===== config.mk =====
export PLATFORM = sky130hd
export DESIGN_NAME = splitter_regs
export DESIGN_NICKNAME = d
export VERILOG_FILES = /design/src/common/splitter_pkg.sv /design/src/logic/splitter_regs.sv
export VERILOG_INCLUDE_DIRS = /design/src /design/src/common
export SDC_FILE = /design/constraint.sdc
export NUM_CORES = 1
export LEC_CHECK = 0
export BUFFER_PORTS_ARGS = -buffer_cell sky130_fd_sc_hd__buf_2
export CAP_MARGIN = 15
export CORE_UTILIZATION = 28
export CTS_BUF_LIST = sky130_fd_sc_hd__clkbuf_4 sky130_fd_sc_hd__clkbuf_8
export CTS_CLUSTER_SIZE = 10
export DETAILED_ROUTE_END_ITERATION = 12
export PLACE_DENSITY = 0.6
export SYNTH_ARGS = -nofsm -noshare
export SYNTH_HDL_FRONTEND = slang
export SYNTH_SLANG_ARGS = --single-unit

===== constraint.sdc =====
create_clock -name clk -period 2.2 [get_ports clk]
set_input_delay 0.11 -clock clk [delete_from_list [all_inputs] [get_ports clk]]
set_output_delay 0.11 -clock clk [all_outputs]
set_load 0.03 [all_outputs]

===== src/common/splitter_config.svh =====
`ifndef SPLITTER_CONFIG_SVH
`define SPLITTER_CONFIG_SVH

// ~~~~~~~~~~~~~~~~~~~~
// sizes.
`define SPL_MEM_AW             10 // word address bits of spill memory.
`define SPL_TASKS_PER_SPLITTER 4
`define SPL_LOG_PER_CHUNK      3  // 8 ids per scratchpad word.

// ~~~~~~~~~~~~~~~~~~~~
// host register offsets.
`define SPL_REG_START        8'h00
`define SPL_REG_BASE_TASKS   8'h04
`define SPL_REG_BASE_SCRATCH 8'h08
`define SPL_REG_BASE_STACK   8'h0c
`define SPL_REG_STACK_PTR    8'h10
`define SPL_REG_NUM_ENQ      8'h20
`define SPL_REG_NUM_DEQ      8'h24
`define SPL_REG_STATE        8'h28

`endif

===== src/common/splitter_pkg.sv =====
`include "splitter_config.svh"

package splitter_pkg;

   typedef logic [`SPL_MEM_AW-1:0] mem_addr_t;
   typedef logic [63:0]            mem_word_t;
   typedef logic [27:0]            ts_t;
   typedef logic [31:0]            locale_t;
   typedef logic [15:0]            coal_id_t; // upper half of a locale.

   typedef struct packed {
      logic [3:0] ttype;
      ts_t        ts;
      locale_t    locale;
   } task_t;

   typedef struct packed {
      logic       write;
      mem_addr_t  addr;
      logic [1:0] len; // beats minus one.
      mem_word_t  wdata;
   } mem_req_t;

   typedef struct packed {
      mem_word_t rdata;
      logic      rlast;
   } mem_rsp_t;

   typedef struct packed {
      logic      write;
      logic      sel_mem; // 1 selects spill memory.
      mem_addr_t addr;
      mem_word_t wdata;
   } host_req_t;

   typedef struct packed {
      logic      start;
      mem_addr_t base_tasks;
      mem_addr_t base_scratch;
      mem_addr_t base_stack;
      mem_addr_t stack_ptr_addr;
   } cfg_t;

   typedef enum logic [3:0] {
      SPL_IDLE, SPL_READ_MEM, SPL_WAIT_MEM, SPL_ENQ_CHILD,
      SPL_READ_SCRATCH, SPL_READ_SCRATCH_WAIT,
      SPL_WRITE_SCRATCH, SPL_WRITE_SCRATCH_WAIT,
      SPL_GRAB_LOCK, SPL_READ_PTR, SPL_READ_PTR_WAIT,
      SPL_WRITE_PTR, SPL_WRITE_PTR_WAIT,
      SPL_WRITE_TOP, SPL_WRITE_TOP_WAIT, SPL_RELEASE_LOCK
   } spl_state_t;

endpackage


===== src/logic/splitter_regs.sv =====
`timescale 1ns/1ps
`include "splitter_config.svh"

module splitter_regs import splitter_pkg::*; #(
   parameter int core_id = 0
) (
   input  logic       clk,
   input  logic       rstn,
   input  logic       host_valid,
   input  host_req_t  host_req,
   output logic       host_rvalid,
   output mem_word_t  host_rdata,
   output cfg_t       cfg,
   input  spl_state_t state,
   input  logic       deq_fire,
   input  logic       enq_fire,
   output logic       mem_en,
   output logic       mem_we,
   output mem_addr_t  mem_addr,
   output mem_word_t  mem_wdata,
   input  mem_word_t  mem_rdata
);

   logic [31:0] num_enq, num_deq;
   logic        reg_wr;
   logic        rd_mem_q;
   mem_word_t   reg_rdata;

   // memory accesses pass straight through.
   assign mem_en    = host_valid & host_req.sel_mem;
   assign mem_we    = host_req.write;
   assign mem_addr  = host_req.addr;
   assign mem_wdata = host_req.wdata;
   assign reg_wr    = host_valid & ~host_req.sel_mem & host_req.write;

   assign host_rdata = rd_mem_q ? mem_rdata : reg_rdata;

   always_ff @(posedge clk) begin
      if (!rstn) begin
         cfg     <= '0;
         num_enq <= '0;
         num_deq <= '0;
      end else begin
         if (reg_wr) begin
            case (host_req.addr[7:0])
               `SPL_REG_START:        cfg.start <= host_req.wdata[core_id];
               `SPL_REG_BASE_TASKS:   cfg.base_tasks <= host_req.wdata[`SPL_MEM_AW-1:0];
               `SPL_REG_BASE_SCRATCH: cfg.base_scratch <= host_req.wdata[`SPL_MEM_AW-1:0];
               `SPL_REG_BASE_STACK:   cfg.base_stack <= host_req.wdata[`SPL_MEM_AW-1:0];
               `SPL_REG_STACK_PTR:    cfg.stack_ptr_addr <= host_req.wdata[`SPL_MEM_AW-1:0];
               default: ;
            endcase
         end
         if (enq_fire) num_enq <= num_enq + 1'b1;
         if (deq_fire) num_deq <= num_deq + 1'b1;
      end
   end

   // ~~~~~~~~~~~~~~~~~~~~
   // readback, one cycle after the strobe.
   always_ff @(posedge clk) begin
      if (!rstn) host_rvalid <= 1'b0;
      else host_rvalid <= host_valid & ~host_req.write;
   end

   always_ff @(posedge clk) begin
      if (host_valid && !host_req.write) begin
         rd_mem_q <= host_req.sel_mem;
         case (host_req.addr[7:0])
            `SPL_REG_START:   reg_rdata <= mem_word_t'(cfg.start) << core_id;
            `SPL_REG_NUM_ENQ: reg_rdata <= mem_word_t'(num_enq);
            `SPL_REG_NUM_DEQ: reg_rdata <= mem_word_t'(num_deq);
            `SPL_REG_STATE:   reg_rdata <= mem_word_t'(state);
            default:          reg_rdata <= '0;
         endcase
      end
   end

endmodule


### Yosys cells after proc, flatten, opt, wreduce, memory -nomap -nowiden

Index checks and enable logic that the tools add are counted.

| cells by class | value |
|---|---|
| add/subtract/negate cells | 2 |
| equal/unequal tests | 7 |
| multiplexer cells | 2 |
| bitwise gates (word level) | 6 |
| reductions and logical operators | 8 |

Operator list:

| cell | number |
|---|---|
| 32-bit one-hot mux with 4 select lines | 1 |
| 32-bit by 1-bit adder with 32-bit output (second input constant) | 2 |
| 64-bit 2-to-1 mux | 1 |
| 8-bit by 6-bit equality test with 1-bit output (second input constant) | 3 |
| 8-bit by 4-bit equality test with 1-bit output (second input constant) | 2 |
| 2-bit AND reduction | 5 |
| 8-bit by 3-bit equality test with 1-bit output (second input constant) | 1 |
| 8-bit by 5-bit equality test with 1-bit output (second input constant) | 1 |
| 8-bit zero test | 1 |
| 1-bit bitwise AND | 4 |
| 1-bit inverter | 2 |
| 1-bit logical AND | 1 |
| 1-bit zero test | 1 |

| storage, ports and cells | value |
|---|---|
| flip-flop bits (word level) | 171 |
| input bits | 149 |
| output and inout bits | 182 |
| word-level logic and storage cells | 35 |

### Longest topological paths before layout

| depth | value |
|---|---|
| word-level depth | 4 |
| gate-level depth with buffers | 7 |
| depth with buffers taken out | 5 |

### Worst setup path before layout

Ideal clock, no wire load.

| timing path | value |
|---|---|
| path kind | in2reg |
| start point | input port host_req[75] in the netlist's numbering |
| end point | register rd_mem_q (enable) |
| library setup time | 428 ps |
| arrival | 1627 ps |
| required time | 1772 ps |
| setup slack | 145 ps |
| stages | 1 |
| buffers on the path | 0 |
| cells stage by stage | nor2b_1 |

| between the ends | value |
|---|---|
| longest elaborated chain between the ends | 2 |

RTL lines:

| element | RTL line | source |
|---|---|---|
| start, declared | splitter_regs.sv:10 | `input host_req_t host_req,` |
| 1-bit zero test | splitter_regs.sv:67 | `if (host_valid && !host_req.write) begin` |
| 1-bit logical AND | splitter_regs.sv:67 |  |
| end signal, assigned | splitter_regs.sv:68 | `rd_mem_q <= host_req.sel_mem;` |
| end, declared | splitter_regs.sv:26 | `logic rd_mem_q;` |

No other way between the ends.
A chain may end at the register's enable or synchronous reset.

### Worst setup path in the final report

| timing path | value |
|---|---|
| start point | register num_deq[0] |
| end point | register num_deq[20] |

| between the ends | value |
|---|---|
| longest elaborated chain between the ends | 1 |

RTL lines:

| element | RTL line | source |
|---|---|---|
| start, declared | splitter_regs.sv:24 | `logic [31:0] num_enq, num_deq;` |
| start signal, assigned | splitter_regs.sv:55 | `if (deq_fire) num_deq <= num_deq + 1'b1;` |
| 32-bit by 1-bit adder with 32-bit output | splitter_regs.sv:55 |  |

No other way between the ends.

==> results.md <==
* Status: finished clean
* CTS Buffer Depth at 2
* Post-DP HPWL at 13.62 mm
* Post-CTS Setup Inserts at 0
* Slowest cell delay on critical path at 0.54 ns
* Startpoint Class: flop
* Gr ovfl total at 0
* Drt first pass iters at 5
* Setup TNS Final at 0 ns
* Peak supply drop at a little over 0.4 mV
* Synth Area in Adders at 0.3561%
* Largest net degree at the start of global routing at 65
* GR Util All Layers at about 15%
* CTS H-Tree Depth at 4
* Max cap viols at 0
* Slowest stage cell, crit path: or4_1
* FILL cells at 2510
* P_leak at 0.003576 µW
* Ports at between 300 and 400
* Peak fanout along the critical path at 19
* Mux cell area share after synthesis at roughly a tenth
* Power Density at about 640 nW/µm²
* Detail Route Antenna Nets at 0
* Initial antenna violation count at 1
* Routed length on met2 at around 9.2 mm
* Reg-to-reg setup timing slack at roughly 0.14 ns
* Clk_lat worst skew at about 0.45 ns
* Synth Area in Simple Gates at 19.58%
* CP Cell Sequence: ha_2, nand3_2, or4_1, buf_6, or4_1, a21oi_1
* Fraction of layout cells with a size suffix above 1 at between 30% and 40%
* Clk_skew at ~0.011 ns
* Final Cycle Share at between 90% and 100%
* Top delay family on crit path: simple AND/OR/NAND/NOR gates
* Register area share after synthesis at roughly 44%
* Xor-xnor portion of the synthesized cell area at ~2.5%
* Routed length per placed instance at 15.26 µm
* CTS Buf Count at 17
* Largest family of logic cells by synthesized area: simple AND/OR/NAND/NOR gates
* Post-synthesis compound-gate area fraction at a little under an eighth
* Die span in x at roughly 160 µm
* Crit path buf inv count at 1
* Syn_area_per_cell at around 9.5 µm²
* Worst Path Required at around 2.6 ns
* Number of global-route vias before repair at 5710
* Remaining DRCs at 0
* Slew @ Worst Pin at approximately 0.77 ns
* Netlist cell types at 45
* Port Buf Inserts at 218
* Fin. Hold Viols at 0
* Critical Path End Type: flop
* Hold Path Class: in2reg
* Main synth FF type: dfxtp_1
* Via density at about 4.8
* WL met1 at roughly 8.0 mm
* Final setup viols at 0
* Max-slew violations at 0
* First-pass GRT wire length at 30.34 mm
* Syn Inst Count at roughly 740
* Die area at 25740 µm²
* Number of cell rows at 57
* Area grow syn2layout at 22.56%
* Die H at about 160 µm
* Core Box Area at roughly 24000 µm²
* Routed Wire Length at ~19 mm
* Crit-path most repeated cell: or4_1
* RSZ-0062 raised after global routing: no
* Crit path DAT at about 2.5 ns
* Slew HR at roughly half
* FFs w/ async S/R, synth at 0%
* CTS Sinks at 139
* Diode count at 0
* Min Tclk post-route at 2.062 ns
* Clock Pin Slew Worst Setup and Hold Paths at 0.10 ns
* CTS tree: built
* Number of synthesized flops with an enable pin at 33
* Nets at about 1100
* Final RePlAce weighted congestion at around 0.76
* Wire length on met3 at ~1.3 mm
* Syn Nets at 888
* Synthesized area at 7028 µm²
* #FFs+latches synth at 139
* CTS root buf: clkbuf_8
* DR iter-0 viols at ~370
* Max Clk Rate at between 0.4 and 0.5 GHz
* Initial cell density of the core at between 20% and 30%
* Highest Signal Layer: met4
* WS Path Type: reg2reg
* Synth warn at 0
* Power Total at between 5000 and 6000 µW
* Vias at 5883
==> area by class of cell <==
| class | instances | area (µm²) | area share, % |
|---|---|---|---|
| well taps | 324 | 405.4 | 4.707 |
| multi-input cells | 464 | 3136 | 36.40 |
| repair buffers | 265 | 1503 | 17.45 |
| flip-flops and latches | 139 | 3113 | 36.14 |
| clock buffers | 17 | 234.0 | 2.716 |
| inverters | 13 | 48.80 | 0.5665 |
| clock inverters | 15 | 173.9 | 2.019 |
==> cell usage in the layout, fill, tap and decap left out, types with 12 or more instances in the layout <==
cell type      netlist  routed
buf_2                4     218
dfxtp_1            106     106
nand2_1             50      50
nor2_1              46      46
and2_1              35      35
mux2i_1             35      35
edfxtp_1            33      33
mux2_2              32      32
a21oi_1             32      32
a22o_1              28      28
buf_4               75      28
o21ai_0             26      26
nand3_1             24      24
or4_1               19      19
or3_1               18      18
nand4_1             17      17
clkbuf_8             0      17
dlygate4sd3_1        0      17
o31ai_1             15      15
inv_1               13      12
==> worst reg2reg max path: stages (launching register included) <==
cell and delay (ns):
dfxtp_1 0.35, ha_2 0.21, nand3_2 0.09, or4_1 0.54, buf_6 0.17, or4_1 0.51
a21oi_1 0.14
==> Yosys cell counts, drive strengths merged, types with 2 or more instances <==
library cell	count	area share [%]
nand2b	10	0.89
nand2	50	2.7
nor3	6	0.43
nand4	18	1.7
nor2	46	2.5
and4	4	0.50
a21oi	32	2.3
and2	35	3.1
clkbuf	36	1.9
dfxtp	106	30
a22oi	2	0.21
nor4	4	0.45
or3	18	1.6
edfxtp	33	14
o21ai	26	1.9
inv	13	0.69
nor2b	3	0.27
or4	19	2.0
o311ai	8	1.0
o31ai	15	1.6
xor2	10	1.2
a22o	28	3.5
nand4bb	2	0.32
mux2	32	5.1
nor4bb	2	0.28
nand3	25	1.9
ha	2	0.36
o41ai	9	1.1
buf	85	8.6
and3	6	0.53
mux2i	35	5.0
xnor2	10	1.2
==> logic make-up after synthesis <==
| group | count (synthesis) |
|---|---|
| and+or+nand+nor | 252 |
| DFF | 139 |
| buffers and inverters | 134 |
| AOI/OAI and AO/OA | 123 |
| muxes | 67 |
| xor gates and xnor gates | 20 |
| adders and majority gates | 2 |
==> per-stage QoR <==
stage                     worst slack [ns]  hold slack [ns]  cell area (µm²)  cells  util (%)
after global routing              0.007222          0.04745             8613   1237     35.21
after detailed placement            0.1083           0.2202             8029   1188     32.82
after global placement              0.1303           0.2202             8029   1188     32.82
final                               0.1381          0.06707             8613   1237     35.21
after CTS                          0.08841          0.03405             8607   1237     35.18
after floorplan                     0.1450           0.2089             7028    737         -
==> where the power goes <==
part | leakage [µW] | internal (µW) | switching [µW]
sequential | 0.00113 | 2640 | 15.7
clock | 0.000207 | 1050 | 1160
combinational | 0.00224 | 252 | 419
==> path summary, 6_finish.rpt <==
kind | from | endpoint | depth (start not counted)
setup reg to reg | num_deq[0] | num_deq[20] | 6
hold / removal | rstn | num_enq[27] | 3
setup / recovery | num_deq[0] | num_deq[20] | 6
hold reg to reg | cfg[12] | cfg[12] | 2
==> flip-flops by register name (all words and copies together), names as in the netlist <==
name	count
cfg	41
host_rvalid	1
num_deq	32
num_enq	32
rd_mem_q	1
reg_rdata	32
==> routing by layer <==
| layer | global-route usage, % | vias to the layer above |
|---|---|---|
| met3 | 4.390 | 30 |
| met2 | 25.21 | 197 |
| met5 | 0 | - |
| met4 | 5.195 | 0 |
| li1 | - | 2909 |
| met1 | 17.46 | 2747 |
==> what timing repair did <==
item	in CTS	in global routing
hold endpoints to repair	47	0
gates resized for setup	0	2
endpoints found under the setup margin	0	2
hold buffers	17	0
(Power assumes the default switching activity.)
