--- src/common/splitter_config.svh ---
`ifndef SPLITTER_CONFIG_SVH
`define SPLITTER_CONFIG_SVH

// ~~~~~~~~~~~~~~~~~~~~
// sizes.
`define SPL_MEM_AW             10 // word address bits of spill memory.
`define SPL_TASKS_PER_SPLITTER 4
`define SPL_LOG_PER_CHUNK      3  // 8 ids per scratchpad word.

// ~~~~~~~~~~~~~~~~~~~~
// host register offsets.
`define SPL_REG_START        8'h00
`define SPL_REG_BASE_TASKS   8'h04
`define SPL_REG_BASE_SCRATCH 8'h08
`define SPL_REG_BASE_STACK   8'h0c
`define SPL_REG_STACK_PTR    8'h10
`define SPL_REG_NUM_ENQ      8'h20
`define SPL_REG_NUM_DEQ      8'h24
`define SPL_REG_STATE        8'h28

`endif
--- src/common/splitter_pkg.sv ---
`include "splitter_config.svh"

package splitter_pkg;

   typedef logic [`SPL_MEM_AW-1:0] mem_addr_t;
   typedef logic [63:0]            mem_word_t;
   typedef logic [27:0]            ts_t;
   typedef logic [31:0]            locale_t;
   typedef logic [15:0]            coal_id_t; // upper half of a locale.

   typedef struct packed {
      logic [3:0] ttype;
      ts_t        ts;
      locale_t    locale;
   } task_t;

   typedef struct packed {
      logic       write;
      mem_addr_t  addr;
      logic [1:0] len; // beats minus one.
      mem_word_t  wdata;
   } mem_req_t;

   typedef struct packed {
      mem_word_t rdata;
      logic      rlast;
   } mem_rsp_t;

   typedef struct packed {
      logic      write;
      logic      sel_mem; // 1 selects spill memory.
      mem_addr_t addr;
      mem_word_t wdata;
   } host_req_t;

   typedef struct packed {
      logic      start;
      mem_addr_t base_tasks;
      mem_addr_t base_scratch;
      mem_addr_t base_stack;
      mem_addr_t stack_ptr_addr;
   } cfg_t;

   typedef enum logic [3:0] {
      SPL_IDLE, SPL_READ_MEM, SPL_WAIT_MEM, SPL_ENQ_CHILD,
      SPL_READ_SCRATCH, SPL_READ_SCRATCH_WAIT,
      SPL_WRITE_SCRATCH, SPL_WRITE_SCRATCH_WAIT,
      SPL_GRAB_LOCK, SPL_READ_PTR, SPL_READ_PTR_WAIT,
      SPL_WRITE_PTR, SPL_WRITE_PTR_WAIT,
      SPL_WRITE_TOP, SPL_WRITE_TOP_WAIT, SPL_RELEASE_LOCK
   } spl_state_t;

endpackage

--- src/splitter/splitter.sv ---
`timescale 1ns/1ps
`include "splitter_config.svh"

module splitter import splitter_pkg::*; (
   input  logic       clk,
   input  logic       rstn,
   input  cfg_t       cfg,

   input  logic       in_valid,
   output logic       in_ready,
   input  task_t      in_task,

   output logic       out_valid,
   input  logic       out_ready,
   output task_t      out_task,

   output logic       req_valid,
   input  logic       req_ready,
   output mem_req_t   req,
   input  logic       rsp_valid,
   output logic       rsp_ready,
   input  mem_rsp_t   rsp,
   input  logic       wr_ack,

   input  logic       lock_in,
   output logic       lock_out,
   output ts_t        lvt,
   output spl_state_t state,
   output logic       deq_fire,
   output logic       enq_fire
);

   localparam int PER_CHUNK = 1 << `SPL_LOG_PER_CHUNK;

   spl_state_t           state_next;
   coal_id_t             coal_id;
   task_t                child_task;
   logic                 child_last;
   logic [PER_CHUNK-1:0] bitmap;
   logic                 bitmap_full;
   mem_addr_t            stack_ptr;
   mem_addr_t            ptr_dec;

   assign in_ready    = (state == SPL_IDLE) & cfg.start & in_valid;
   assign deq_fire    = in_valid & in_ready;
   assign out_valid   = (state == SPL_ENQ_CHILD);
   assign out_task    = child_task; // held until taken.
   assign enq_fire    = out_valid & out_ready;
   assign bitmap_full = &bitmap;
   assign ptr_dec     = stack_ptr - 1'b1;

   always_comb begin
      case (state)
         SPL_WAIT_MEM, SPL_READ_SCRATCH_WAIT, SPL_READ_PTR_WAIT: rsp_ready = 1'b1;
         default: rsp_ready = 1'b0;
      endcase
   end

   always_ff @(posedge clk) begin
      if (!rstn) begin
         state <= SPL_IDLE;
         lvt   <= '1;
      end else begin
         state <= state_next;
         if (deq_fire) lvt <= in_task.ts;
         else if (state == SPL_IDLE) lvt <= '1;
      end
   end

   // datapath registers, qualified by state.
   always_ff @(posedge clk) begin
      if (deq_fire) coal_id <= in_task.locale[31:16];
      if (state == SPL_WAIT_MEM && rsp_valid) begin
         child_task <= rsp.rdata;
         child_last <= rsp.rlast;
      end
      if (state == SPL_READ_SCRATCH_WAIT && rsp_valid) begin
         bitmap <= rsp.rdata[PER_CHUNK-1:0] |
            (PER_CHUNK'(1) << coal_id[`SPL_LOG_PER_CHUNK-1:0]);
      end
      if (state == SPL_READ_PTR_WAIT && rsp_valid) stack_ptr <= rsp.rdata[`SPL_MEM_AW-1:0];
   end

   // splitter wins a tie with the coalescer.
   always_ff @(posedge clk) begin
      if (!rstn) begin
         lock_out <= 1'b0;
      end else if (state == SPL_GRAB_LOCK && !lock_in) begin
         lock_out <= 1'b1;
      end else if (state == SPL_RELEASE_LOCK) begin
         lock_out <= 1'b0;
      end
   end

   // ~~~~~~~~~~~~~~~~~~~~
   // next state and memory requests.
   always_comb begin
      state_next = state;
      req_valid  = 1'b0;
      req        = '0;
      case (state)
         SPL_IDLE: if (deq_fire) state_next = SPL_READ_MEM;
         SPL_READ_MEM: begin
            req_valid = 1'b1;
            req.addr  = cfg.base_tasks + mem_addr_t'(coal_id * `SPL_TASKS_PER_SPLITTER);
            req.len   = 2'(`SPL_TASKS_PER_SPLITTER - 1);
            if (req_ready) state_next = SPL_WAIT_MEM;
         end
         SPL_WAIT_MEM: if (rsp_valid) state_next = SPL_ENQ_CHILD;
         SPL_ENQ_CHILD: begin
            if (out_ready) state_next = child_last ? SPL_READ_SCRATCH : SPL_WAIT_MEM;
         end
         SPL_READ_SCRATCH: begin
            req_valid = 1'b1;
            req.addr  = cfg.base_scratch + mem_addr_t'(coal_id >> `SPL_LOG_PER_CHUNK);
            if (req_ready) state_next = SPL_READ_SCRATCH_WAIT;
         end
         SPL_READ_SCRATCH_WAIT: if (rsp_valid) state_next = SPL_WRITE_SCRATCH;
         SPL_WRITE_SCRATCH: begin
            req_valid = 1'b1;
            req.write = 1'b1;
            req.addr  = cfg.base_scratch + mem_addr_t'(coal_id >> `SPL_LOG_PER_CHUNK);
            req.wdata = bitmap_full ? '0 : mem_word_t'(bitmap); // full chunk starts over.
            if (req_ready) state_next = SPL_WRITE_SCRATCH_WAIT;
         end
         SPL_WRITE_SCRATCH_WAIT: begin
            if (wr_ack) state_next = bitmap_full ? SPL_GRAB_LOCK : SPL_IDLE;
         end
         SPL_GRAB_LOCK: if (!lock_in) state_next = SPL_READ_PTR;
         SPL_READ_PTR: begin
            req_valid = 1'b1;
            req.addr  = cfg.stack_ptr_addr;
            if (req_ready) state_next = SPL_READ_PTR_WAIT;
         end
         SPL_READ_PTR_WAIT: if (rsp_valid) state_next = SPL_WRITE_PTR;
         SPL_WRITE_PTR: begin
            req_valid = 1'b1;
            req.write = 1'b1;
            req.addr  = cfg.stack_ptr_addr;
            req.wdata = mem_word_t'(ptr_dec);
            if (req_ready) state_next = SPL_WRITE_PTR_WAIT;
         end
         SPL_WRITE_PTR_WAIT: if (wr_ack) state_next = SPL_WRITE_TOP;
         SPL_WRITE_TOP: begin
            req_valid = 1'b1;
            req.write = 1'b1;
            req.addr  = cfg.base_stack + ptr_dec;
            req.wdata = mem_word_t'(coal_id >> `SPL_LOG_PER_CHUNK); // chunk number.
            if (req_ready) state_next = SPL_WRITE_TOP_WAIT;
         end
         SPL_WRITE_TOP_WAIT: if (wr_ack) state_next = SPL_RELEASE_LOCK;
         SPL_RELEASE_LOCK: state_next = SPL_IDLE;
         default: state_next = SPL_IDLE;
      endcase
   end

endmodule

--- config.mk ---
export PLATFORM = sky130hd
export DESIGN_NAME = splitter
export DESIGN_NICKNAME = d
export VERILOG_FILES = /design/src/common/splitter_pkg.sv /design/src/splitter/splitter.sv
export VERILOG_INCLUDE_DIRS = /design/src /design/src/common
export SDC_FILE = /design/constraint.sdc
export NUM_CORES = 1
export LEC_CHECK = 0
export ABC_CLOCK_PERIOD_IN_PS = 6400
export BUFFER_PORTS_ARGS = -buffer_cell sky130_fd_sc_hd__buf_2
export CAP_MARGIN = 20
export CORE_MARGIN = 8
export CORE_UTILIZATION = 35
export CTS_CLUSTER_DIAMETER = 80
export CTS_CLUSTER_SIZE = 30
export DETAILED_ROUTE_END_ITERATION = 8
export PLACE_DENSITY = 0.63
export SLEW_MARGIN = 20
export SYNTH_ARGS = -nofsm -noshare
export SYNTH_HDL_FRONTEND = slang
export SYNTH_SLANG_ARGS = --single-unit
--- constraint.sdc ---
create_clock -name clk -period 6.4 [get_ports clk]
set_clock_uncertainty 0.1 [all_clocks]
set_input_delay 0.64 -clock clk [delete_from_list [all_inputs] [get_ports clk]]
set_output_delay 0.64 -clock clk [all_outputs]
set_load 0.01 [all_outputs]
* Word level (Yosys, flattened, before mapping)
Index checks and enable logic that the tools add are counted.
** Word-level totals
- Flip-flop bits (word level) :: 132
- Output and inout port bits :: 180
- Logic and storage cells :: 94
** Operators by class
- Add/sub/neg operators :: 4
- Equal/unequal tests :: 30
- Shifts and indexed selects :: 1
- Mux-type cells :: 29
- Bitwise gates (word level) :: 5
- Reduce and logical (&&, ||, !) cells :: 15
** Operators with widths (number)
- 4-bit 2-to-1 mux :: 16
- 4-bit one-hot mux with 16 select lines :: 1
- 28-bit 2-to-1 mux :: 2
- 10-bit one-hot mux with 4 select lines :: 1
- 13-bit one-hot mux with 3 select lines :: 1
- 4-bit equality test (second input constant) :: 8
- 10-bit adder :: 3
- 2-bit != test (second input constant) :: 14
- 4-bit by 3-bit equality test with 1-bit output (second input constant) :: 4
- 15-bit AND reduction :: 1
- 10-bit by 1-bit subtractor with 10-bit output (second input constant) :: 1
- 4-bit by 2-bit equality test with 1-bit output (second input constant) :: 2
- 8-bit 2-to-1 mux :: 1
- 8-bit OR :: 1
- 8-bit AND reduction :: 1
- 1-bit by 3-bit left shift with 8-bit output (first input constant) :: 1
- 3-bit OR reduction :: 2
- 6-bit OR reduction :: 1
- 1-bit 2-to-1 mux :: 5
- 1-bit bitwise AND :: 4
- 4-bit by 1-bit equality test with 1-bit output (second input constant) :: 1
- 1-bit logical AND :: 4
- 4-bit zero test :: 1
- 2-bit nonzero test :: 2
- 5 further kinds :: 6

* Logic depth before layout (Yosys ltp)
Gate-level depths: netlist (run 1).
- Depth after elaboration :: 6
- Depth in mapped cells :: 14
- Mapped depth without buffers :: 14

* Worst setup path before layout (run 1)
No wires, ideal clock.
- Path type :: register -> output
- Start :: register stack_ptr[2]
- End :: output req[75] (netlist bit)
- Arrival time :: 2.682 ns
- Required time :: 5.660 ns
- Slack :: 2.978 ns
- Stages on the path, launching flop included :: 11
- Path through :: edfxtp_1 > or4_4 > nor4_1 > xor2_1 > ha_1 > a41o_1 > a211o_1 > a21oi_1 > xnor2_1 > a22oi_2 > o211ai_1
** RTL lines
- start: declaration :: line splitter.sv:41 : mem_addr_t stack_ptr;
- start signal: assignment :: line splitter.sv:81 : if (state == SPL_READ_PTR_WAIT && rsp_valid) stack_ptr <= rsp.rdata[`SPL_MEM_AW-1:0];
- end: declaration :: line splitter.sv:19 : output mem_req_t req,

==> impl_metrics.tcl, run 1 <==
set metrics [dict create \
    status "complete, no violations" \
    use_met3 0.0740 \
    grt_use_total 0.168 \
    top_usage_layer "met2" \
    overflow 0 \
    path_cells "or4_4, nor4_1, xor2_1, ha_1, a41o_1, a211o_1, a21oi_1, xnor2_1, a22oi_2, o211ai_1, buf_2" \
    synth_edf_count 99 \
    netlist_area_um2 6440 \
    synth_common_cells "edfxtp_1 (99), nand2_1 (83), buf_4 (54), dfxtp_1 (33), nand3_1 (32)" \
    synth_area_leaders "edfxtp_1 (46%), dfxtp_1 (10%), buf_4 (6.3%)" \
    cts.hold.buffers_added 0 \
    cpMaxStageDelayCell "or4_4" \
    internal_power_mw 1.90 \
    setup_viol_count_final 0 \
    drive_above_1_share 0.386 \
    cts_tree "yes" \
    placed_area_um2 7920 \
    dr.pass1.iters 4 \
    core_um2 18000 \
    grtUsageMet1 0.175 \
    setup-tns-final_ns 0 \
    relSlewSlack 0.318 \
    power.share.sequential 0.392 \
    grt_pass1_vias 5222 \
    grt_util_met2 0.296 \
    slowest_delay_ns 0.61 \
    dr_total_vias 5168 \
    crit_path_end_kind "primary output" \
    total_power_mw 2.80 \
    finalCritPeriodShare 0.666 \
    routed_via_density 4.71 \
    clk_latency_ns 0.40 \
    synth_seq_cells 132 \
    ctsResizeCount 0 \
    syn_to_final_growth_pct 32.3 \
    yosysTopAreaCell "edfxtp_1" \
    peakVddDrop_mv 0.179 \
    swShare 0.323 \
    cp_max_fo 5 \
    path_class "reg2out" \
    timing.fmax_mhz 235 \
    combPwrFrac 0.257 \
    hold_violations 0 \
    cts_buffers 17 \
    cts.path.max_buffers 2 \
    wl_per_cell_um 18.6 \
    power_frac_clock 0.351 \
    hpwl_mm 16.6 \
    yosys_warnings 0 \
    seq_area_frac_synth 0.565 \
    rsz0062_at_grt "false" \
    power_leakage_nw 3.86 \
    port_buffers 286 \
    grt_max_degree 66 \
    die_x_um 152 \
    antenna_left 0 \
    period_needed_ns 4.26 \
    hold_class "in2reg" \
    required_ns 5.66 \
    drt_wl_total_mm 20.4 \
    final_util 0.472 \
    gp_congestion 0.908 \
    cts_root_buffer "clkbuf_16" \
    nNetsFinal 1064 \
    cts_max_level 4 \
    cts.sinks 132 \
    die-area_um2 23000 \
    power_density_nw_per_um2 329 \
    p_sw_mw 0.903 \
    preCtsSetupSlack_ns 2.58 \
    maxCapViolCount 0 \
    finalMaxSlewViolations 0 \
    rows 49 \
    crit_arrival_ns 3.52 \
    syn_avg_cell_area_um2 11.3 \
    path_buf_inv 1 \
    drt_iter0_markers 232 \
    io_pins 358 \
    drc 0 \
    synth_top_area_frac 0.462 \
    synth.most_common_cell "edfxtp_1" \
    n_fill_cell 1710 \
    tightest_slew_ns 1.02 \
    netlist_instances 569 \
    antenna_found_initial 2 \
    ys_async_sr_fraction 0 \
    start_kind "flip-flop" \
    cp_top_family "compound AO/OA/AOI/OAI gates" \
    cts.clk_slew.worst_paths_ns 0.07 \
    post_cts_buffers 0 \
    design_area_um2 8510 \
    fp.dieH_um 152 \
    synth.distinct_cells 56 \
    setup_slack_ns 2.14 \
    synth_ff_type "edfxtp_1" \
    grt_pass1_wl_mm 28.8 \
    initial_core_util 0.357 \
]
==> metal layers <==
metal  vias up  wire (µm)
li1       2519          -
met1      2366       7370
met2       259      10100
met3        20       2640
met4         4        312
met5         -         21
==> final cells by class <==
type,instances,area [µm²],share of cell area
Antenna cell,1,2.50,0.000294
Clock buffer,17,425,0.0500
Tap cell,229,287,0.0337
Sequential cell,132,3630,0.427
Multi-Input combinational cell,397,2470,0.290
Clock inverter,14,169,0.0198
Inverter,18,67.6,0.00794
Timing Repair Buffer,290,1460,0.172
==> state kept, by name (all words and copies together) (netlist names) <==
signal and flops:
lvt 28, stack_ptr 10, out_task 64, lock_out 1, bitmap 8, child_last 1
state 4, coal_id 16
==> power by group through the flow <==
stage	clock network [mW]	logic [mW]	registers (mW)
floorplan	0	0.441	1.14
global placement	0	0.722	1.11
detailed placement	0	0.730	1.11
CTS	1.01	0.730	1.10
global route	1.03	0.798	1.11
finish	0.982	0.719	1.10
==> final timing paths <==
check,start,to,slack (ns),cells past startpoint
max,stack_ptr[2]$_DFFE_PP_,req[75],2.14,11
min,rsp[21],out_task[20]$_DFFE_PP_,0.30,1
max reg2reg,state[1]$_SDFFE_PN0P_,state[2]$_SDFFE_PN0P_,3.94,7
min reg2reg,lvt[16]$_SDFFE_PN1P_,lvt[16]$_SDFFE_PN1P_,0.36,2
==> placed cells by master, fill, tap and decap left out, types with 4 or more instances in the layout <==
master / count
a21o_1: 7
a21oi_1: 21
a221o_1: 8
a222oi_1: 4
a22oi_1: 4
a31o_2: 4
and2_1: 5
and3_1: 8
buf_2: 286
buf_4: 4
clkbuf_16: 17
conb_1: 51
dfxtp_1: 33
edfxtp_1: 99
ha_1: 27
inv_1: 18
inv_8: 4
nand2_1: 83
nand3_1: 32
nor2_1: 26
nor2b_1: 7
nor3_1: 5
o21ai_0: 20
o21bai_1: 4
xnor2_1: 17
xor2_1: 15
==> cells by family (layout without fill, tap and decap cells) <==
family,count (synthesis),count (layout),synth area share
AO/OA/AOI/OAI,99,99,0.108
XOR/XNOR,32,32,0.0435
adder cells (fa/ha/maj),30,30,0.0618
buffers and inverters,90,339,0.0848
flip-flops,132,132,0.565
multiplexers,3,3,0.00486
other,1,52,0.000583
AND/OR/NAND/NOR,182,182,0.131
==> metrics by stage <==
stage | cells | hold WS, ns
floorplan | 619 | 0.390
global placement | 1066 | 0.344
detailed placement | 1066 | 0.350
CTS | 1097 | 0.284
global route | 1097 | 0.280
finish | 1098 | 0.301
Power figures use the tool's default switching activity.
==> run 2: changes to the inputs <==
--- a/config.mk
+++ b/config.mk
@@ -6,7 +6,8 @@
 export SDC_FILE = /design/constraint.sdc
 export NUM_CORES = 1
 export LEC_CHECK = 0
-export ABC_CLOCK_PERIOD_IN_PS = 6400
+export ABC_AREA = 1
+export ABC_CLOCK_PERIOD_IN_PS = 4300
 export BUFFER_PORTS_ARGS = -buffer_cell sky130_fd_sc_hd__buf_2
 export CAP_MARGIN = 20
 export CORE_MARGIN = 8
@@ -14,7 +15,7 @@
 export CTS_CLUSTER_DIAMETER = 80
 export CTS_CLUSTER_SIZE = 30
 export DETAILED_ROUTE_END_ITERATION = 8
-export PLACE_DENSITY = 0.63
+export PLACE_DENSITY = 0.62
 export SLEW_MARGIN = 20
 export SYNTH_ARGS = -nofsm -noshare
 export SYNTH_HDL_FRONTEND = slang
==> constraint.sdc (replaced) <==
create_clock -name clk -period 4.3 [get_ports clk]
set_clock_uncertainty 0.1 [all_clocks]
set_input_delay 0.43 -clock clk [delete_from_list [all_inputs] [get_ports clk]]
set_output_delay 0.43 -clock clk [all_outputs]
set_load 0.01 [all_outputs]
==> run 2 against run 1 <==
Effect of this change: first-iteration DRC count up 17%; clock-buffer cell count stayed put; routed wire length increased by 9.8%; power rose by 65%; via count is 11% higher; sequential share of layout area decreased by 1.9 points; largest cell class unchanged.
==> impl_metrics.tcl, run 2 <==
set metrics [dict create \
    design_area_um2 8920 \
    hold_class "in2reg" \
    yosysTopAreaCell "edfxtp_1" \
    mostFrequentLayoutCells "buf_2 (286), nand2_1 (172), edfxtp_1 (99)" \
    synth.distinct_cells 47 \
    antenna_left 0 \
    relSlewSlack 0.400 \
    cts.clk_slew.worst_paths_ns 0.07 \
    wl_per_cell_um 17.5 \
    yosys_warnings 0 \
    drc 0 \
    drt_wl_total_mm 22.4 \
    fp.dieH_um 156 \
    tightest_slew_ns 0.897 \
    power_density_nw_per_um2 517 \
    routed_via_density 4.47 \
    power_leakage_nw 4.28 \
    rows 51 \
    layout_commonest_cell "buf_2" \
    synth_ff_type "edfxtp_1" \
    peakVddDrop_mv 0.306 \
    syn_avg_cell_area_um2 9.58 \
    hold_violations 0 \
    synth_common_cells "nand2_1 (172), edfxtp_1 (99), nand3_1 (81), inv_1 (67), buf_4 (58)" \
    required_ns 3.77 \
    overflow 0 \
    syn_to_final_growth_pct 30.8 \
    setup-tns-final_ns 0 \
    p_sw_mw 1.71 \
    finalCritPeriodShare 0.805 \
    period_needed_ns 3.46 \
    start_kind "flip-flop" \
    antenna_found_initial 4 \
    min_from "rsp[26]" \
    ctsResizeCount 0 \
    combPwrFrac 0.313 \
    power.share.sequential 0.373 \
    swShare 0.372 \
    initial_core_util 0.354 \
    r2r-start "state[3]$_SDFFE_PN0P_" \
    netlist_instances 712 \
    nNetsFinal 1213 \
    cts_max_level 4 \
    gp_congestion 0.882 \
    dr_total_vias 5748 \
    drive_above_1_share 0.348 \
    die-area_um2 24200 \
    grt_pass1_wl_mm 32.7 \
    dr.pass1.iters 5 \
    critPathLaunch "stack_ptr[0]$_DFFE_PP_" \
    synth_area_leaders "edfxtp_1 (44%), dfxtp_1 (9.7%), nand2_1 (9.5%)" \
    cts.sinks 132 \
    ys_async_sr_fraction 0 \
    cts.path.max_buffers 2 \
    seq_area_frac_synth 0.533 \
    grt_use_total 0.180 \
    final_util 0.463 \
    synth_top_area_frac 0.436 \
    cts_buffers 17 \
    timing.fmax_mhz 289 \
    maxCapViolCount 0 \
    clk_latency_ns 0.42 \
    rsz0062_at_grt "false" \
    path_class "reg2out" \
    core_um2 19300 \
    setup_viol_count_final 0 \
    cts_root_buffer "clkbuf_16" \
    grt_pass1_vias 5627 \
    finalMaxSlewViolations 0 \
    synth.most_common_cell "nand2_1" \
    synth_edf_count 99 \
    status "complete, no violations" \
    largest_reg_flops 64 \
    grt_max_degree 66 \
    cts.hold.buffers_added 0 \
    io_pins 358 \
    synth_seq_cells 132 \
    crit_arrival_ns 2.93 \
    cts_tree "yes" \
    drt_iter0_markers 272 \
    hpwl_mm 18.7 \
    die_x_um 156 \
    crit_path_end_kind "primary output" \
    cp_max_fo 5 \
    post_cts_buffers 0 \
    netlist_area_um2 6820 \
    power_frac_clock 0.314 \
    internal_power_mw 2.90 \
    placed_area_um2 8310 \
    port_buffers 286 \
]
-- run 2: cell types whose count changed in the layout (fill, tap and decap cells not counted), moves of 9 or more --
cell	change
nand3_1	+49
xnor2_1	-14
inv_1	+49
xor2_1	-9
nand4_1	+10
o21bai_1	+9
nand2_1	+89
-- run 2: worst paths after layout --
path | cells after the start | slack (ns) | endpoint
max reg2reg | 6 | 1.63 | coal_id[10]$_DFFE_PP_
max | 14 | 0.84 | req[73]
min | 1 | 0.07 | out_task[25]$_DFFE_PP_
min reg2reg | 2 | 0.37 | lvt[10]$_SDFFE_PN1P_
-- run 2: through the flow --
stage | total power, mW | setup slack [ns] | hold WS, ns | std cells
floorplan | 2.71 | 0.445 | 0.399 | 762
global placement | 3.20 | 1.30 | 0.350 | 1251
detailed placement | 3.20 | 1.25 | 0.355 | 1251
CTS | 4.68 | 0.786 | 0.0556 | 1283
global route | 4.89 | 0.576 | 0.0504 | 1284
finish | 4.61 | 0.840 | 0.0746 | 1285
-- run 2: cell families (layout without fill, tap and decap cells) --
kind of cell,after synthesis,in the layout,synth area share
AOI/OAI and AO/OA,68,68,0.0635
xor gates and xnor gates,9,9,0.0116
adders and majority gates,30,30,0.0584
buffers and inverters,142,398,0.116
DFF,132,132,0.533
other,1,53,0.000550
and+or+nand+nor,330,330,0.217
-- run 2: area by class of cell --
class                   instances  area, µm²
well taps                     265        332
multi-input cells             488       2600
diodes                          2       5.00
inverters                      76        285
clock buffers                  17        425
repair buffers                290       1460
fillers                      1908      10400
clock inverters                15        175
flip-flops and latches        132       3630
-- run 2: per-layer routing --
metal / global-route usage / vias to the layer above / routed length [µm]
li1: - / 2892 / -
met1: 0.190 / 2567 / 8410
met2: 0.313 / 264 / 10900
met3: 0.0889 / 21 / 2830
met4: 0.0494 / 4 / 230
met5: 0 / - / 16
-- run 2: worst max-delay path: stages (launching register included) --
cell,delay [ns]
edfxtp_1,0.37
inv_2,0.06
ha_1,0.24
nand2_1,0.08
nor2_1,0.06
or2_2,0.32
ha_1,0.35
a21oi_1,0.22
inv_1,0.08
a21oi_1,0.19
nand2_1,0.08
nand2_1,0.06
nand3_1,0.14
nand4_1,0.14
buf_2,0.14
-- run 2: power groups by stage --
stage / registers, mW / logic (mW) / clock network [mW]
after global placement: 1.74 / 1.46 / 0
after floorplan: 1.82 / 0.886 / 0
after CTS: 1.72 / 1.46 / 1.49
after detailed placement: 1.74 / 1.46 / 0
after global routing: 1.75 / 1.61 / 1.54
final: 1.72 / 1.44 / 1.45
==> run 3: changes to the inputs <==
--- a/config.mk
+++ b/config.mk
@@ -7,7 +7,7 @@
 export NUM_CORES = 1
 export LEC_CHECK = 0
 export ABC_AREA = 1
-export ABC_CLOCK_PERIOD_IN_PS = 4300
+export ABC_CLOCK_PERIOD_IN_PS = 3200
 export BUFFER_PORTS_ARGS = -buffer_cell sky130_fd_sc_hd__buf_2
 export CAP_MARGIN = 20
 export CORE_MARGIN = 8
==> constraint.sdc (replaced) <==
create_clock -name clk -period 3.2 [get_ports clk]
set_clock_uncertainty 0.1 [all_clocks]
set_input_delay 0.32 -clock clk [delete_from_list [all_inputs] [get_ports clk]]
set_output_delay 0.32 -clock clk [all_outputs]
set_load 0.01 [all_outputs]
==> run 3 against run 2 <==
Effect of this change: setup slack got worse by 0.70 ns; hold slack worse by 0.057 ns; routed wire length rose by 7.4%; largest cell class unchanged; register-to-register slack worse by 0.48 ns; non-clock buffer count increased by 82.
==> impl_metrics.tcl, run 3 (same netlist as run 2, synthesis figures left out) <==
set metrics [dict create \
    hold_ws_ns 0.0181 \
    crit_arrival_ns 2.64 \
    cpMostUsedCell "nand3_2" \
    hold_class "in2reg" \
    rsz0062_at_grt "true" \
    dr_total_vias 6219 \
    period_needed_ns 3.06 \
    largest_reg_flops 64 \
    cts.sinks 132 \
    dp.cells 1252 \
    cts_root_buffer "clkbuf_16" \
    setup_viol_count_final 0 \
    reg2reg_depth 5 \
    path_cells "inv_2, ha_4, nand2_2, nor2_4, nand2_2, xnor2_2, ha_4, a21o_1, nor2_2, nand3_2, inv_1, nand2_1, nand3_2, nand3_2, buf_6" \
    cts_tree "yes" \
    core_um2 19300 \
    maxCapViolCount 0 \
    grt_pass1_wl_mm 35.7 \
    die_x_um 156 \
    port_buffers 286 \
    relSlewSlack 0.504 \
    cp_max_fo 3 \
    tightest_slew_ns 0.742 \
    antenna_found_initial 2 \
    power_leakage_nw 4.67 \
    mostFrequentLayoutCells "buf_2 (285), nand2_1 (167), edfxtp_1 (99)" \
    cts.path.max_buffers 2 \
    status "complete, no violations" \
    routed_via_density 4.56 \
    cts_max_level 4 \
    timing.fmax_mhz 327 \
    required_ns 2.78 \
    diodes 0 \
    layout_commonest_cell "buf_2" \
    slowest_delay_ns 0.40 \
    grt_use_total 0.193 \
    gp_congestion 0.902 \
    syn_to_final_growth_pct 45.8 \
    crit_path_end_kind "primary output" \
    n_fill_cell 1812 \
    drt_iter0_markers 396 \
    drc 0 \
    io_pins 358 \
    hpwl_mm 18.7 \
    fin_cells 1365 \
    hold_violations 0 \
    drt_wl_total_mm 24.1 \
    rows 51 \
    die-area_um2 24200 \
    grt_pass1_vias 6515 \
    finalMaxSlewViolations 0 \
    final_util 0.516 \
    antenna_left 0 \
    cts.clk_slew.worst_paths_ns 0.06 \
    cpMaxStageDelayCell "edfxtp_1" \
    start_kind "flip-flop" \
    finalCritPeriodShare 0.956 \
    fp.dieH_um 156 \
    path_class "reg2out" \
    whs_path_depth 3 \
    power_density_nw_per_um2 649 \
    nNetsFinal 1295 \
    overflow 0 \
    dr.pass1.iters 4 \
    drive_above_1_share 0.356 \
    initial_core_util 0.354 \
    cts_buffers 17 \
    clk_latency_ns 0.41 \
    grt_max_degree 65 \
    wl_per_cell_um 17.6 \
    peakVddDrop_mv 0.574 \
]
## run 3: changes by cell type in the layout (fill, tap and decap cells not counted), moves of 5 or more
cell           before  now
nand3_2             2    8
nand2_1           172  167
nand2_2             3    8
ha_4                0    5
dlygate4sd3_1       0   77
nand3_1            81   75
ha_1               27   22
## run 3: cell type report
| type | instances | area (µm²) | share of cell area |
|---|---|---|---|
| clock inverters | 15 | 204 | 0.0205 |
| multi-input cells | 488 | 2770 | 0.279 |
| inverters | 76 | 285 | 0.0287 |
| well taps | 265 | 332 | 0.0334 |
| repair buffers | 372 | 2290 | 0.230 |
| clock buffers | 17 | 425 | 0.0428 |
| flip-flops and latches | 132 | 3630 | 0.366 |
## run 3: power by group
part / internal, mW / leakage, nW / switching [mW]
registers: 2.16 / 1.17 / 0.160
logic: 0.767 / 3.19 / 1.29
clock network: 1.20 / 0.310 / 0.872
## run 3: critical path, delay by kind of cell, from the launching register on
family                   cells  cell delay, ns
AO/OA/AOI/OAI                1            0.18
XOR/XNOR                     1            0.25
buffers and inverters        3            0.30
flip-flops                   1            0.40
AND/OR/NAND/NOR              8            0.66
adder cells (fa/ha/maj)      2            0.41
## run 3: path summary, 6_finish.rpt
kind | slack (ns) | end | from
setup / recovery | 0.14 | req[75] | stack_ptr[0]$_DFFE_PP_
hold / removal | 0.02 | lvt[21]$_SDFFE_PN1P_ | in_task[53]
setup reg to reg | 1.15 | coal_id[2]$_DFFE_PP_ | state[3]$_SDFFE_PN0P_
hold reg to reg | 0.37 | lvt[15]$_SDFFE_PN1P_ | lvt[15]$_SDFFE_PN1P_
## run 3: stage by stage
stage	setup TNS (ns)	area, µm²	setup slack (ns)	power [mW]
2_1_floorplan	0	7020	0.0279	3.64
3_3_place_gp	0	8330	0.395	4.28
3_5_place_dp	0	8330	0.356	4.31
4_1_cts	0	9790	0.000374	6.50
5_1_grt	-0.143	9940	-0.0493	6.86
6_report	0	9940	0.141	6.45
## run 3: layer usage
layer / up-vias / routed length, µm / track usage
met3: 30 / 3010 / 0.0928
li1: 3055 / - / -
met4: 4 / 494 / 0.0628
met2: 292 / 11900 / 0.336
met1: 2838 / 8660 / 0.203
met5: - / 21 / 0
## run 3: what timing repair did
item / in CTS / in global routing
hold buffers: 77 / 0
endpoints found under the hold margin: 79 / 0
cloned: 0 / 0
pin swaps: 2 / 15
endpoints found under the setup margin: 2 / 4
setup buffers: 1 / 3
resized for setup: 8 / 31
